<file path="config.mk">
export PLATFORM = sky130hd
export DESIGN_NAME = mod_arith_top
export DESIGN_NICKNAME = d
export VERILOG_FILES = /design/src/source/mod_arith_pkg.sv /design/src/source/mod_arith_ifs.sv /design/src/source/apb_cmd_regs.sv /design/src/source/mod_addsub_pipe.sv /design/src/source/result_fifo.sv /design/src/source/mod_arith_top.sv
export SDC_FILE = /design/constraint.sdc
export NUM_CORES = 1
export LEC_CHECK = 0
export ABC_AREA = 1
export BUFFER_PORTS_ARGS = -buffer_cell sky130_fd_sc_hd__buf_4
export CAP_MARGIN = 0
export CORE_MARGIN = 2
export CORE_UTILIZATION = 35
export CTS_CLUSTER_DIAMETER = 200
export DETAILED_ROUTE_END_ITERATION = 16
export PLACE_DENSITY_LB_ADDON = 0.25
export SYNTH_ARGS = -nofsm -noshare
export SYNTH_HDL_FRONTEND = slang
export SYNTH_SLANG_ARGS = --single-unit
export TNS_END_PERCENT = 30
</file>
<file path="constraint.sdc">
create_clock -name i_clk -period 7.05 [get_ports i_clk]
set_input_delay 1.7625 -clock i_clk [delete_from_list [all_inputs] [get_ports i_clk]]
set_output_delay 1.7625 -clock i_clk [all_outputs]
set_load 0.01 [all_outputs]
</file>
<file path="src/source/mod_arith_pkg.sv">
/*
  Shared constants and types for the modular add/subtract engine.
  Holds the prime modulus, datapath widths, pipeline depth, result queue
  depth, the APB register map and the command opcode encoding.
*/
`default_nettype none

package mod_arith_pkg;

  // Largest prime that fits in one 32-bit word (2^32 - 5)
  localparam logic [31:0] MOD_P = 32'd4294967291;

  localparam int DAT_BITS = 32;
  localparam int TAG_BITS = 8;

  // Each pipeline stage resolves one slice of the word
  localparam int LEVEL = 4;
  localparam int SLICE_BITS = DAT_BITS / LEVEL;

  // Result queue entries, a power of two so the pointers wrap by themselves
  localparam int FIFO_DEPTH = 4;

  // APB register map, byte addresses
  localparam logic [7:0] ADDR_OPA    = 8'h00;
  localparam logic [7:0] ADDR_OPB    = 8'h04;
  localparam logic [7:0] ADDR_CMD    = 8'h08;
  localparam logic [7:0] ADDR_STATUS = 8'h0C;
  localparam logic [7:0] ADDR_RESULT = 8'h10;
  localparam logic [7:0] ADDR_RTAG   = 8'h14;

  // Bit 0 of the command word
  typedef enum logic [0:0] {
    OP_ADD = 1'b0,
    OP_SUB = 1'b1
  } mod_op_e;

  typedef logic [DAT_BITS-1:0] dat_t;
  typedef logic [TAG_BITS-1:0] tag_t;

endpackage

`default_nettype wire

</file>
<file path="src/source/mod_arith_ifs.sv">
/*
  Valid/ready interfaces of the engine.
  mod_op_if carries a command into the pipeline and mod_res_if carries a
  result and its tag, both from the pipeline and out of the result queue.
*/
`timescale 1ns/10ps
`default_nettype none

interface mod_op_if;
  import mod_arith_pkg::*;

  logic    val;
  logic    rdy;
  mod_op_e op;
  tag_t    tag;
  dat_t    a;
  dat_t    b;

  // The issuing side holds val and payload until rdy is seen
  modport src (output val, op, tag, a, b, input rdy);
  modport dst (input val, op, tag, a, b, output rdy);
endinterface

interface mod_res_if;
  import mod_arith_pkg::*;

  logic val;
  logic rdy;
  dat_t dat;
  tag_t tag;

  // On the queue output val means not empty and rdy means pop
  modport src (output val, dat, tag, input rdy);
  modport dst (input val, dat, tag, output rdy);
endinterface

`default_nettype wire

</file>
<file path="src/source/apb_cmd_regs.sv">
/*
  APB slave of the engine.
  Keeps the two operand registers, turns a command write into a transfer
  on the command interface with wait states, and serves status, tag and
  result reads from the head of the result queue.
*/
`timescale 1ns/10ps
`default_nettype none

module apb_cmd_regs (
  input  logic                i_clk,
  input  logic                i_rst,
  input  logic                i_psel,
  input  logic                i_penable,
  input  logic                i_pwrite,
  input  logic [7:0]          i_paddr,
  input  mod_arith_pkg::dat_t i_pwdata,
  output mod_arith_pkg::dat_t o_prdata,
  output logic                o_pready,
  output logic                o_pslverr,
  input  logic [3:0]          i_level,
  mod_op_if.src               o_cmd,
  mod_res_if.dst              i_res
);
  import mod_arith_pkg::*;

  dat_t opa;
  dat_t opb;
  logic acc;
  logic cmd_wr;
  logic pop;
  logic slverr_d;
  dat_t prdata_d;

  // Access phase of an APB transfer
  assign acc = i_psel & i_penable;
  assign cmd_wr = acc & i_pwrite & (i_paddr == ADDR_CMD);

  // The command is offered for the whole access phase; APB keeps the
  // write data stable there, and the operands cannot change meanwhile
  assign o_cmd.val = cmd_wr;
  assign o_cmd.op  = mod_op_e'(i_pwdata[0]);
  assign o_cmd.tag = i_pwdata[15:8];
  assign o_cmd.a   = opa;
  assign o_cmd.b   = opb;

  // Command writes wait for the pipeline, everything else is zero-wait
  assign o_pready = acc & (~cmd_wr | o_cmd.rdy);

  always_ff @(posedge i_clk) begin
    if (i_rst) begin
      opa <= '0;
      opb <= '0;
    end else if (acc && i_pwrite) begin
      if (i_paddr == ADDR_OPA) begin
        opa <= i_pwdata;
      end
      if (i_paddr == ADDR_OPB) begin
        opb <= i_pwdata;
      end
    end
  end

  // Address decode for read data, errors and queue pops
  always_comb begin
    prdata_d = '0;
    slverr_d = 1'b0;
    pop      = 1'b0;
    case (i_paddr)
      ADDR_OPA:    prdata_d = opa;
      ADDR_OPB:    prdata_d = opb;
      ADDR_CMD: begin
        // Write-only, reads back as zero
        prdata_d = '0;
      end
      ADDR_STATUS: prdata_d = DAT_BITS'({i_level, 3'b000, i_res.val});
      ADDR_RESULT: begin
        if (!i_pwrite) begin
          if (i_res.val) begin
            prdata_d = i_res.dat;
            pop = 1'b1;
          end else begin
            slverr_d = 1'b1;
          end
        end
      end
      ADDR_RTAG: begin
        // Peeks at the head tag, the queue is left untouched
        if (i_res.val) begin
          prdata_d = DAT_BITS'(i_res.tag);
        end
      end
      default:     slverr_d = 1'b1;
    endcase
  end

  // A read access lasts one cycle, so the pop happens exactly once
  assign i_res.rdy = acc & ~i_pwrite & pop;
  assign o_prdata  = (acc && !i_pwrite) ? prdata_d : '0;
  assign o_pslverr = o_pready & slverr_d;

  // Once offered, the command must not change until the pipeline takes it
  a_cmd_stable: assert property (@(posedge i_clk) disable iff (i_rst)
    o_cmd.val && !o_cmd.rdy |=>
      o_cmd.val && $stable({o_cmd.op, o_cmd.tag, o_cmd.a, o_cmd.b}));

endmodule

`default_nettype wire

</file>
<file path="src/source/mod_addsub_pipe.sv">
/*
  Pipelined modular add/subtract over the fixed prime MOD_P.
  Each stage resolves one slice of two candidate chains, the plain result
  and the one corrected by P; the last stage keeps the one in [0, P-1].
  A command takes LEVEL cycles without back-pressure.
*/
`timescale 1ns/10ps
`default_nettype none

module mod_addsub_pipe (
  input  logic    i_clk,
  input  logic    i_rst,
  mod_op_if.dst   i_cmd,
  mod_res_if.src  o_res
);
  import mod_arith_pkg::*;

  // Per-stage view, index 0 is the command input, index g+1 is stage g
  logic [LEVEL:0] val_s;
  logic [LEVEL:0] rdy;
  logic [LEVEL:0] c0_s;
  logic [LEVEL:0] c1_s;
  mod_op_e        op_s  [0:LEVEL];
  tag_t           tag_s [0:LEVEL];
  dat_t           r0_s  [0:LEVEL];
  dat_t           r1_s  [0:LEVEL];
  dat_t           a_s   [0:LEVEL-1];
  dat_t           b_s   [0:LEVEL-1];
  logic           use_alt;

  assign val_s[0] = i_cmd.val;
  assign op_s[0]  = i_cmd.op;
  assign tag_s[0] = i_cmd.tag;
  assign a_s[0]   = i_cmd.a;
  assign b_s[0]   = i_cmd.b;
  assign c0_s[0]  = 1'b0;
  assign c1_s[0]  = 1'b0;
  assign r0_s[0]  = '0;
  assign r1_s[0]  = '0;

  // A stage may load when its successor is empty or moving on
  always_comb begin
    rdy[LEVEL] = o_res.rdy;
    for (int i = LEVEL - 1; i >= 0; i--) begin
      rdy[i] = ~val_s[i+1] | rdy[i+1];
    end
  end

  assign i_cmd.rdy = rdy[0];

  for (genvar g = 0; g < LEVEL; g++) begin : g_stage
    logic [SLICE_BITS:0] sa, sb, sp, first, second;
    dat_t    nxt0, nxt1;
    logic    v_q, c0_q, c1_q;
    mod_op_e op_q;
    tag_t    tag_q;
    dat_t    r0_q, r1_q;

    assign sa = {1'b0, a_s[g][g*SLICE_BITS +: SLICE_BITS]};
    assign sb = {1'b0, b_s[g][g*SLICE_BITS +: SLICE_BITS]};
    assign sp = {1'b0, MOD_P[g*SLICE_BITS +: SLICE_BITS]};

    always_comb begin
      // Chain 0 is a+b or a-b; the top bit is the carry or the borrow
      // Chain 1 applies -P or +P on top of chain 0 for the same slice
      if (op_s[g] == OP_ADD) begin
        first  = sa + sb + c0_s[g];
        second = {1'b0, first[SLICE_BITS-1:0]} - sp - c1_s[g];
      end else begin
        first  = sa - sb - c0_s[g];
        second = {1'b0, first[SLICE_BITS-1:0]} + sp + c1_s[g];
      end
      nxt0 = r0_s[g];
      nxt0[g*SLICE_BITS +: SLICE_BITS] = first[SLICE_BITS-1:0];
      nxt1 = r1_s[g];
      nxt1[g*SLICE_BITS +: SLICE_BITS] = second[SLICE_BITS-1:0];
    end

    always_ff @(posedge i_clk) begin
      if (i_rst) begin
        v_q <= 1'b0;
      end else if (rdy[g]) begin
        v_q <= val_s[g];
      end
    end

    // The stage holds everything while its successor is stalled
    always_ff @(posedge i_clk) begin
      if (rdy[g]) begin
        op_q  <= op_s[g];
        tag_q <= tag_s[g];
        r0_q  <= nxt0;
        r1_q  <= nxt1;
        c0_q  <= first[SLICE_BITS];
        c1_q  <= second[SLICE_BITS];
      end
    end

    assign val_s[g+1] = v_q;
    assign op_s[g+1]  = op_q;
    assign tag_s[g+1] = tag_q;
    assign r0_s[g+1]  = r0_q;
    assign r1_s[g+1]  = r1_q;
    assign c0_s[g+1]  = c0_q;
    assign c1_s[g+1]  = c1_q;

    // Operands are only needed while slices remain
    if (g < LEVEL - 1) begin : g_ops
      dat_t a_q, b_q;

      always_ff @(posedge i_clk) begin
        if (rdy[g]) begin
          a_q <= a_s[g];
          b_q <= b_s[g];
        end
      end

      assign a_s[g+1] = a_q;
      assign b_s[g+1] = b_q;
    end
  end

  // ADD: a+b-P unless the 33-bit value a+b lies below P
  // SUB: a-b unless it borrowed, then a-b+P
  always_comb begin
    if (op_s[LEVEL] == OP_ADD) begin
      use_alt = ~(c1_s[LEVEL] & ~c0_s[LEVEL]);
    end else begin
      use_alt = c0_s[LEVEL];
    end
  end

  assign o_res.val = val_s[LEVEL];
  assign o_res.tag = tag_s[LEVEL];
  assign o_res.dat = use_alt ? r1_s[LEVEL] : r0_s[LEVEL];

  // The engine does not reduce its inputs
  a_opnd_range: assert property (@(posedge i_clk) disable iff (i_rst)
    i_cmd.val && i_cmd.rdy |-> (i_cmd.a < MOD_P) && (i_cmd.b < MOD_P));

  a_rst_quiet: assert property (@(posedge i_clk) i_rst |=> !o_res.val);

endmodule

`default_nettype wire

</file>
<file path="src/source/result_fifo.sv">
/*
  In-order queue of results and tags between the pipeline and APB.
  A circular buffer with read and write pointers; the pipeline stalls
  when it is full, and an APB result read pops the head.
*/
`timescale 1ns/10ps
`default_nettype none

module result_fifo (
  input  logic       i_clk,
  input  logic       i_rst,
  mod_res_if.dst     i_push,
  mod_res_if.src     o_head,
  output logic [3:0] o_level
);
  import mod_arith_pkg::*;

  dat_t mem_dat [FIFO_DEPTH];
  tag_t mem_tag [FIFO_DEPTH];
  logic [$clog2(FIFO_DEPTH)-1:0] wr_ptr;
  logic [$clog2(FIFO_DEPTH)-1:0] rd_ptr;
  logic [3:0] count;
  logic full;
  logic push;
  logic pop;

  assign full = (count == 4'(FIFO_DEPTH));
  assign i_push.rdy = ~full;
  assign push = i_push.val & i_push.rdy;
  assign pop  = o_head.val & o_head.rdy;

  always_ff @(posedge i_clk) begin
    if (push) begin
      mem_dat[wr_ptr] <= i_push.dat;
      mem_tag[wr_ptr] <= i_push.tag;
    end
  end

  // Pointers wrap on their own since the depth is a power of two
  always_ff @(posedge i_clk) begin
    if (i_rst) begin
      wr_ptr <= '0;
      rd_ptr <= '0;
      count  <= '0;
    end else begin
      if (push) wr_ptr <= wr_ptr + 1'b1;
      if (pop) rd_ptr <= rd_ptr + 1'b1;
      count <= count + 4'(push) - 4'(pop);
    end
  end

  assign o_head.val = (count != 4'd0);
  assign o_head.dat = mem_dat[rd_ptr];
  assign o_head.tag = mem_tag[rd_ptr];
  assign o_level = count;

  // The APB side must only pop when a result is present
  a_no_empty_pop: assert property (@(posedge i_clk) disable iff (i_rst)
    o_head.rdy |-> o_head.val);

  // A result refused while full stays offered until the queue takes it
  a_full_hold: assert property (@(posedge i_clk) disable iff (i_rst)
    i_push.val && full |=> i_push.val && $stable({i_push.dat, i_push.tag}));

endmodule

`default_nettype wire

</file>
<file path="src/source/mod_arith_top.sv">
/*
  Top level of the APB modular add/subtract engine.
  Connects the register block, the pipeline and the result queue and
  exposes plain APB slave ports.
*/
`timescale 1ns/10ps
`default_nettype none

module mod_arith_top (
  input  logic                i_clk,
  input  logic                i_rst,
  input  logic                i_psel,
  input  logic                i_penable,
  input  logic                i_pwrite,
  input  logic [7:0]          i_paddr,
  input  mod_arith_pkg::dat_t i_pwdata,
  output mod_arith_pkg::dat_t o_prdata,
  output logic                o_pready,
  output logic                o_pslverr
);

  // Command path, pipeline output and queue head
  mod_op_if  cmd_if ();
  mod_res_if pipe_res_if ();
  mod_res_if head_if ();

  logic [3:0] q_level;

  apb_cmd_regs apb_cmd_regs_i (
    .i_clk     (i_clk),
    .i_rst     (i_rst),
    .i_psel    (i_psel),
    .i_penable (i_penable),
    .i_pwrite  (i_pwrite),
    .i_paddr   (i_paddr),
    .i_pwdata  (i_pwdata),
    .o_prdata  (o_prdata),
    .o_pready  (o_pready),
    .o_pslverr (o_pslverr),
    .i_level   (q_level),
    .o_cmd     (cmd_if.src),
    .i_res     (head_if.dst)
  );

  mod_addsub_pipe mod_addsub_pipe_i (
    .i_clk (i_clk),
    .i_rst (i_rst),
    .i_cmd (cmd_if.dst),
    .o_res (pipe_res_if.src)
  );

  result_fifo result_fifo_i (
    .i_clk   (i_clk),
    .i_rst   (i_rst),
    .i_push  (pipe_res_if.dst),
    .o_head  (head_if.src),
    .o_level (q_level)
  );

endmodule

`default_nettype wire

</file>
==> run_results.csv <==
group,metric,value,unit
power_and_ir_drop,vdd_drop_max,0.178,mV
place,numPortBuffers,78,
synth,ys_top_cells_by_area,"edfxtp_1, nand2_1, dfxtp_1",
setup_path,worst-setup-path-type,"input pin to output pin",
synth,synthesis.area,0.0249,mm2
synth,synthTopCellsByCount,"nand2_1, edfxtp_1, inv_1",
drt,num_vias,16600,
clocking,post_cts_buffers,0,
synth,synth-edff-count,460,
sta,fin_tns_setup,0,ns
synth,async_reset_ff_frac,0,
layout,instances_no_fill,3365,
die,die_h,271,um
synth,seq_area_frac_synth,0.618,
drt,wl,61.3,mm
global_route,antenna_found_initial,0,
layout,n_antenna_cell,0,
power_and_ir_drop,leakage,11.6,nW
layout,area_growth,13.4,%
synth,syn_inst,2307,
clocking,cts_root_buf,"clkbuf_16",
drt,detail-route-antenna-nets,0,
die,die_x,271,um
setup_path,r2r_start,"mod_addsub_pipe_i.g_stage[2].g_ops.b_q[24]$_DFFE_PP_",
setup_path,setup.worst_path.end_class,"output pin",
global_route,grt_overflow_total,0,
setup_path,r2r-end,"mod_addsub_pipe_i.g_stage[3].r1_q[31]$_DFFE_PP_",
worst_hold_path,min_from,"mod_addsub_pipe_i.g_stage[0].r1_q[5]$_DFFE_PP_",
power_and_ir_drop,p_per_area,229,mW/mm2
layout,drive_gt1_frac,0.112,
synth,synth_top_family_by_area,"simple AND/OR/NAND/NOR gates",
clocking,clock-sinks,538,
sta,slew_headroom,0.168,
drt,first_pass_iters,5,
synth,synth_fa_ha_area_frac,0.0714,
clocking,cts_buffers,55,
global_route,grt_pass1_wl,94.0,mm
power_and_ir_drop,power_switching,0.00130,W
layout,fill_cells,6759,
synth,syn_avg_cell_area,10.8,um2
power_and_ir_drop,p_clk_frac,0.439,
setup_path,cp.arrival,3.81,ns
run,drv_cap,0,
synth,synthMuxAreaShare,0.0145,
setup_path,reg2reg_depth,17,
sta,finalHoldViolCount,0,
sta,setup_viol,0,
worst_hold_path,hold_path_end,"mod_addsub_pipe_i.g_stage[1].r1_q[5]$_DFFE_PP_",
worst_hold_path,hold_path_class,"flip-flop to flip-flop",
global_route,grt_pass1_vias,16400,
global_route,grt.total_usage,0.166,
setup_path,critPathMaxFanout,17,
place,placed_cells,3265,
drt,drc,0,
die,die_area,0.0732,mm2
setup_path,crit_chain,"buf_4, nor2_2, nand2_2, nor2_4, buf_4, nand2_1, a31oi_1, buf_4",
sta,max_freq,0.180,GHz
synth,yosysWarnings,0,
synth,ys_ff_latch,538,
sta,period_needed,5.57,ns
drt,first_iter_violations,1259,
sta,grt_setup_unrepaired,"false",
die,core_area,0.0701,mm2
clocking,cts_buffer_depth,3,
setup_path,r2r_slack,3.48,ns
power_and_ir_drop,p_int,0.00515,W
die,pin_count,79,
sta,slew_viol_final,0,
sta,max_slew.worst_pin.slew,1.25,ns
global_route,grt_max_degree,81,
place,gp_congestion,0.855,
synth,synth-compound-area-share,0.0887,
outcome,outcome,"complete, no violations",
synth,synth_xor_area_frac,0.0124,
sta,period_share,0.790,
synth,syn-num-nets,2485,
sta,fin_skew,0.0268,ns
setup_path,crit_top_cell,"buf_4",
power_and_ir_drop,power_frac_seq,0.542,
clocking,clock_latency,0.61,ns
power_and_ir_drop,power,0.00645,W
power_and_ir_drop,p_comb_frac,0.019,
setup_path,worstSetupStartpointType,"input pin",
clocking,cts_max_level,2,
layout,fin_nets,2560,
die,initial_core_util,0.355,
layout,fin_area,0.0282,mm2
synth,synth-main-ff-cell,"edfxtp_1",
clocking,hold_buffers,0,
synth,yosysMostFrequentCell,"nand2_1",
place,placed_cell_area,0.0265,mm2
power_and_ir_drop,sw_frac_of_total,0.202,
drt,wl_per_cell,18.2,um
drt,viasPerCell,4.93,
synth,synth_top_cell_by_area,"edfxtp_1",
worst_hold_path,hold_depth,0,
synth,yosysUniqueCellTypes,56,
setup_path,required,5.29,ns
clocking,cts_tree,"yes",
synth,synth_top_area_share,0.555,
setup_path,max_stage_delay,0.54,ns
place,hpwlAfterDp,39.8,mm
synth,synth-simple-area-share,0.142,
die,row_count,97,
clocking,clkTransAtPathRegs,0.06,ns
clocking,ctsResizeCount,0,
setup_path,slowest_stage,"nor2_4",
-- power groups by stage --
stage          Clock (W)  Combinational [W]  Sequential (W)
2_1_floorplan          0          0.0000728         0.00355
3_3_place_gp           0           0.000119         0.00356
3_5_place_dp           0           0.000122         0.00356
4_1_cts          0.00291           0.000122         0.00350
5_1_grt          0.00304           0.000135         0.00350
6_report         0.00284           0.000122         0.00350
-- sequential cells by signal, indices dropped and copies added (netlist names), named ones only --
| signal | cells |
|---|---|
| apb_cmd_regs_i.o_cmd.a | 32 |
| apb_cmd_regs_i.o_cmd.b | 32 |
| mod_addsub_pipe_i.g_stage.c0_q | 4 |
| mod_addsub_pipe_i.g_stage.c1_q | 4 |
| mod_addsub_pipe_i.g_stage.g_ops.a_q | 48 |
| mod_addsub_pipe_i.g_stage.g_ops.b_q | 48 |
| mod_addsub_pipe_i.g_stage.op_q | 4 |
| mod_addsub_pipe_i.g_stage.r0_q | 80 |
| mod_addsub_pipe_i.g_stage.r1_q | 80 |
| mod_addsub_pipe_i.g_stage.tag_q | 24 |
| mod_addsub_pipe_i.g_stage.v_q | 3 |
| mod_addsub_pipe_i.o_res.tag | 8 |
| mod_addsub_pipe_i.o_res.val | 1 |
| result_fifo_i.mem_dat | 128 |
| result_fifo_i.mem_tag | 32 |
| result_fifo_i.o_level | 4 |
| result_fifo_i.rd_ptr | 2 |
| result_fifo_i.wr_ptr | 2 |
-- layer usage --
metal | track usage | share of wire | vias up
met5 | 0 | 0 | -
met4 | 0.0426 | 0.020 | 0
met3 | 0.0221 | 0.040 | 85
met2 | 0.294 | 0.50 | 385
met1 | 0.214 | 0.44 | 8066
li1 | - | - | 8047
-- worst max-delay path, delay by kind of cell --
family | cells | cell delay (ns)
AO/OA/AOI/OAI | 1 | 0.35
AND/OR/NAND/NOR | 4 | 0.91
buffers and inverters | 3 | 0.77
-- logic make-up (layout without fill, tap and decap cells) --
family,count (synthesis),in the layout
simple gates,854,854
flops,538,538
compound gates,391,391
buf+inv,329,447
fa+ha+maj,133,133
mux,32,32
xor+xnor,30,30
-- stage by stage --
stage	worst slack, ns	util	hold slack [ns]
2_1_floorplan	0.536	-	0.400
3_3_place_gp	1.52	0.377	0.401
3_5_place_dp	1.51	0.377	0.405
4_1_cts	1.51	0.402	0.416
5_1_grt	1.43	0.402	0.415
6_report	1.48	0.402	0.413
-- placed cells by master, fill, tap and decap left out, types with 12 or more instances in the layout --
master     Yosys  routed
a221oi_1      14      14
inv_1        239     236
fa_1          15      15
xor2_1        12      12
nor2_1       204     200
buf_4          5      94
a31oi_1       19      19
clkbuf_1      42      19
clkbuf_16      0      56
ha_1         118     118
mux2_2        32      32
nand2_1      498     496
a21oi_1      134     134
edfxtp_1     460     460
o22ai_1       25      25
xnor2_1       12      12
nand3_1       92      92
dfxtp_1       78      77
nand4_1       22      22
inv_2         12      14
o21ai_0      157     157
-- worst max-delay path by stage --
stage	from	to	slack (ns)
5_1_grt	i_psel	o_prdata[0]	1.43
3_5_place_dp	i_paddr[7]	o_prdata[30]	1.51
6_report	i_paddr[7]	o_prdata[28]	1.48
3_3_place_gp	i_paddr[7]	o_prdata[28]	1.52
2_1_floorplan	result_fifo_i.o_level[3]$_SDFF_PP0_	o_pslverr	0.54
4_1_cts	i_paddr[7]	o_prdata[30]	1.51
-- layout make-up --
| type | count | area [um2] | share of cell area |
|---|---|---|---|
| clock inverters | 20 | 206 | 0.00732 |
| clock buffers | 80 | 1540 | 0.0547 |
| inverters | 253 | 953 | 0.0338 |
| flip-flops and latches | 538 | 15400 | 0.545 |
| repair buffers | 94 | 706 | 0.0250 |
| well taps | 940 | 1180 | 0.0417 |
| multi-input cells | 1440 | 8240 | 0.292 |
(Power assumes the default switching activity.)
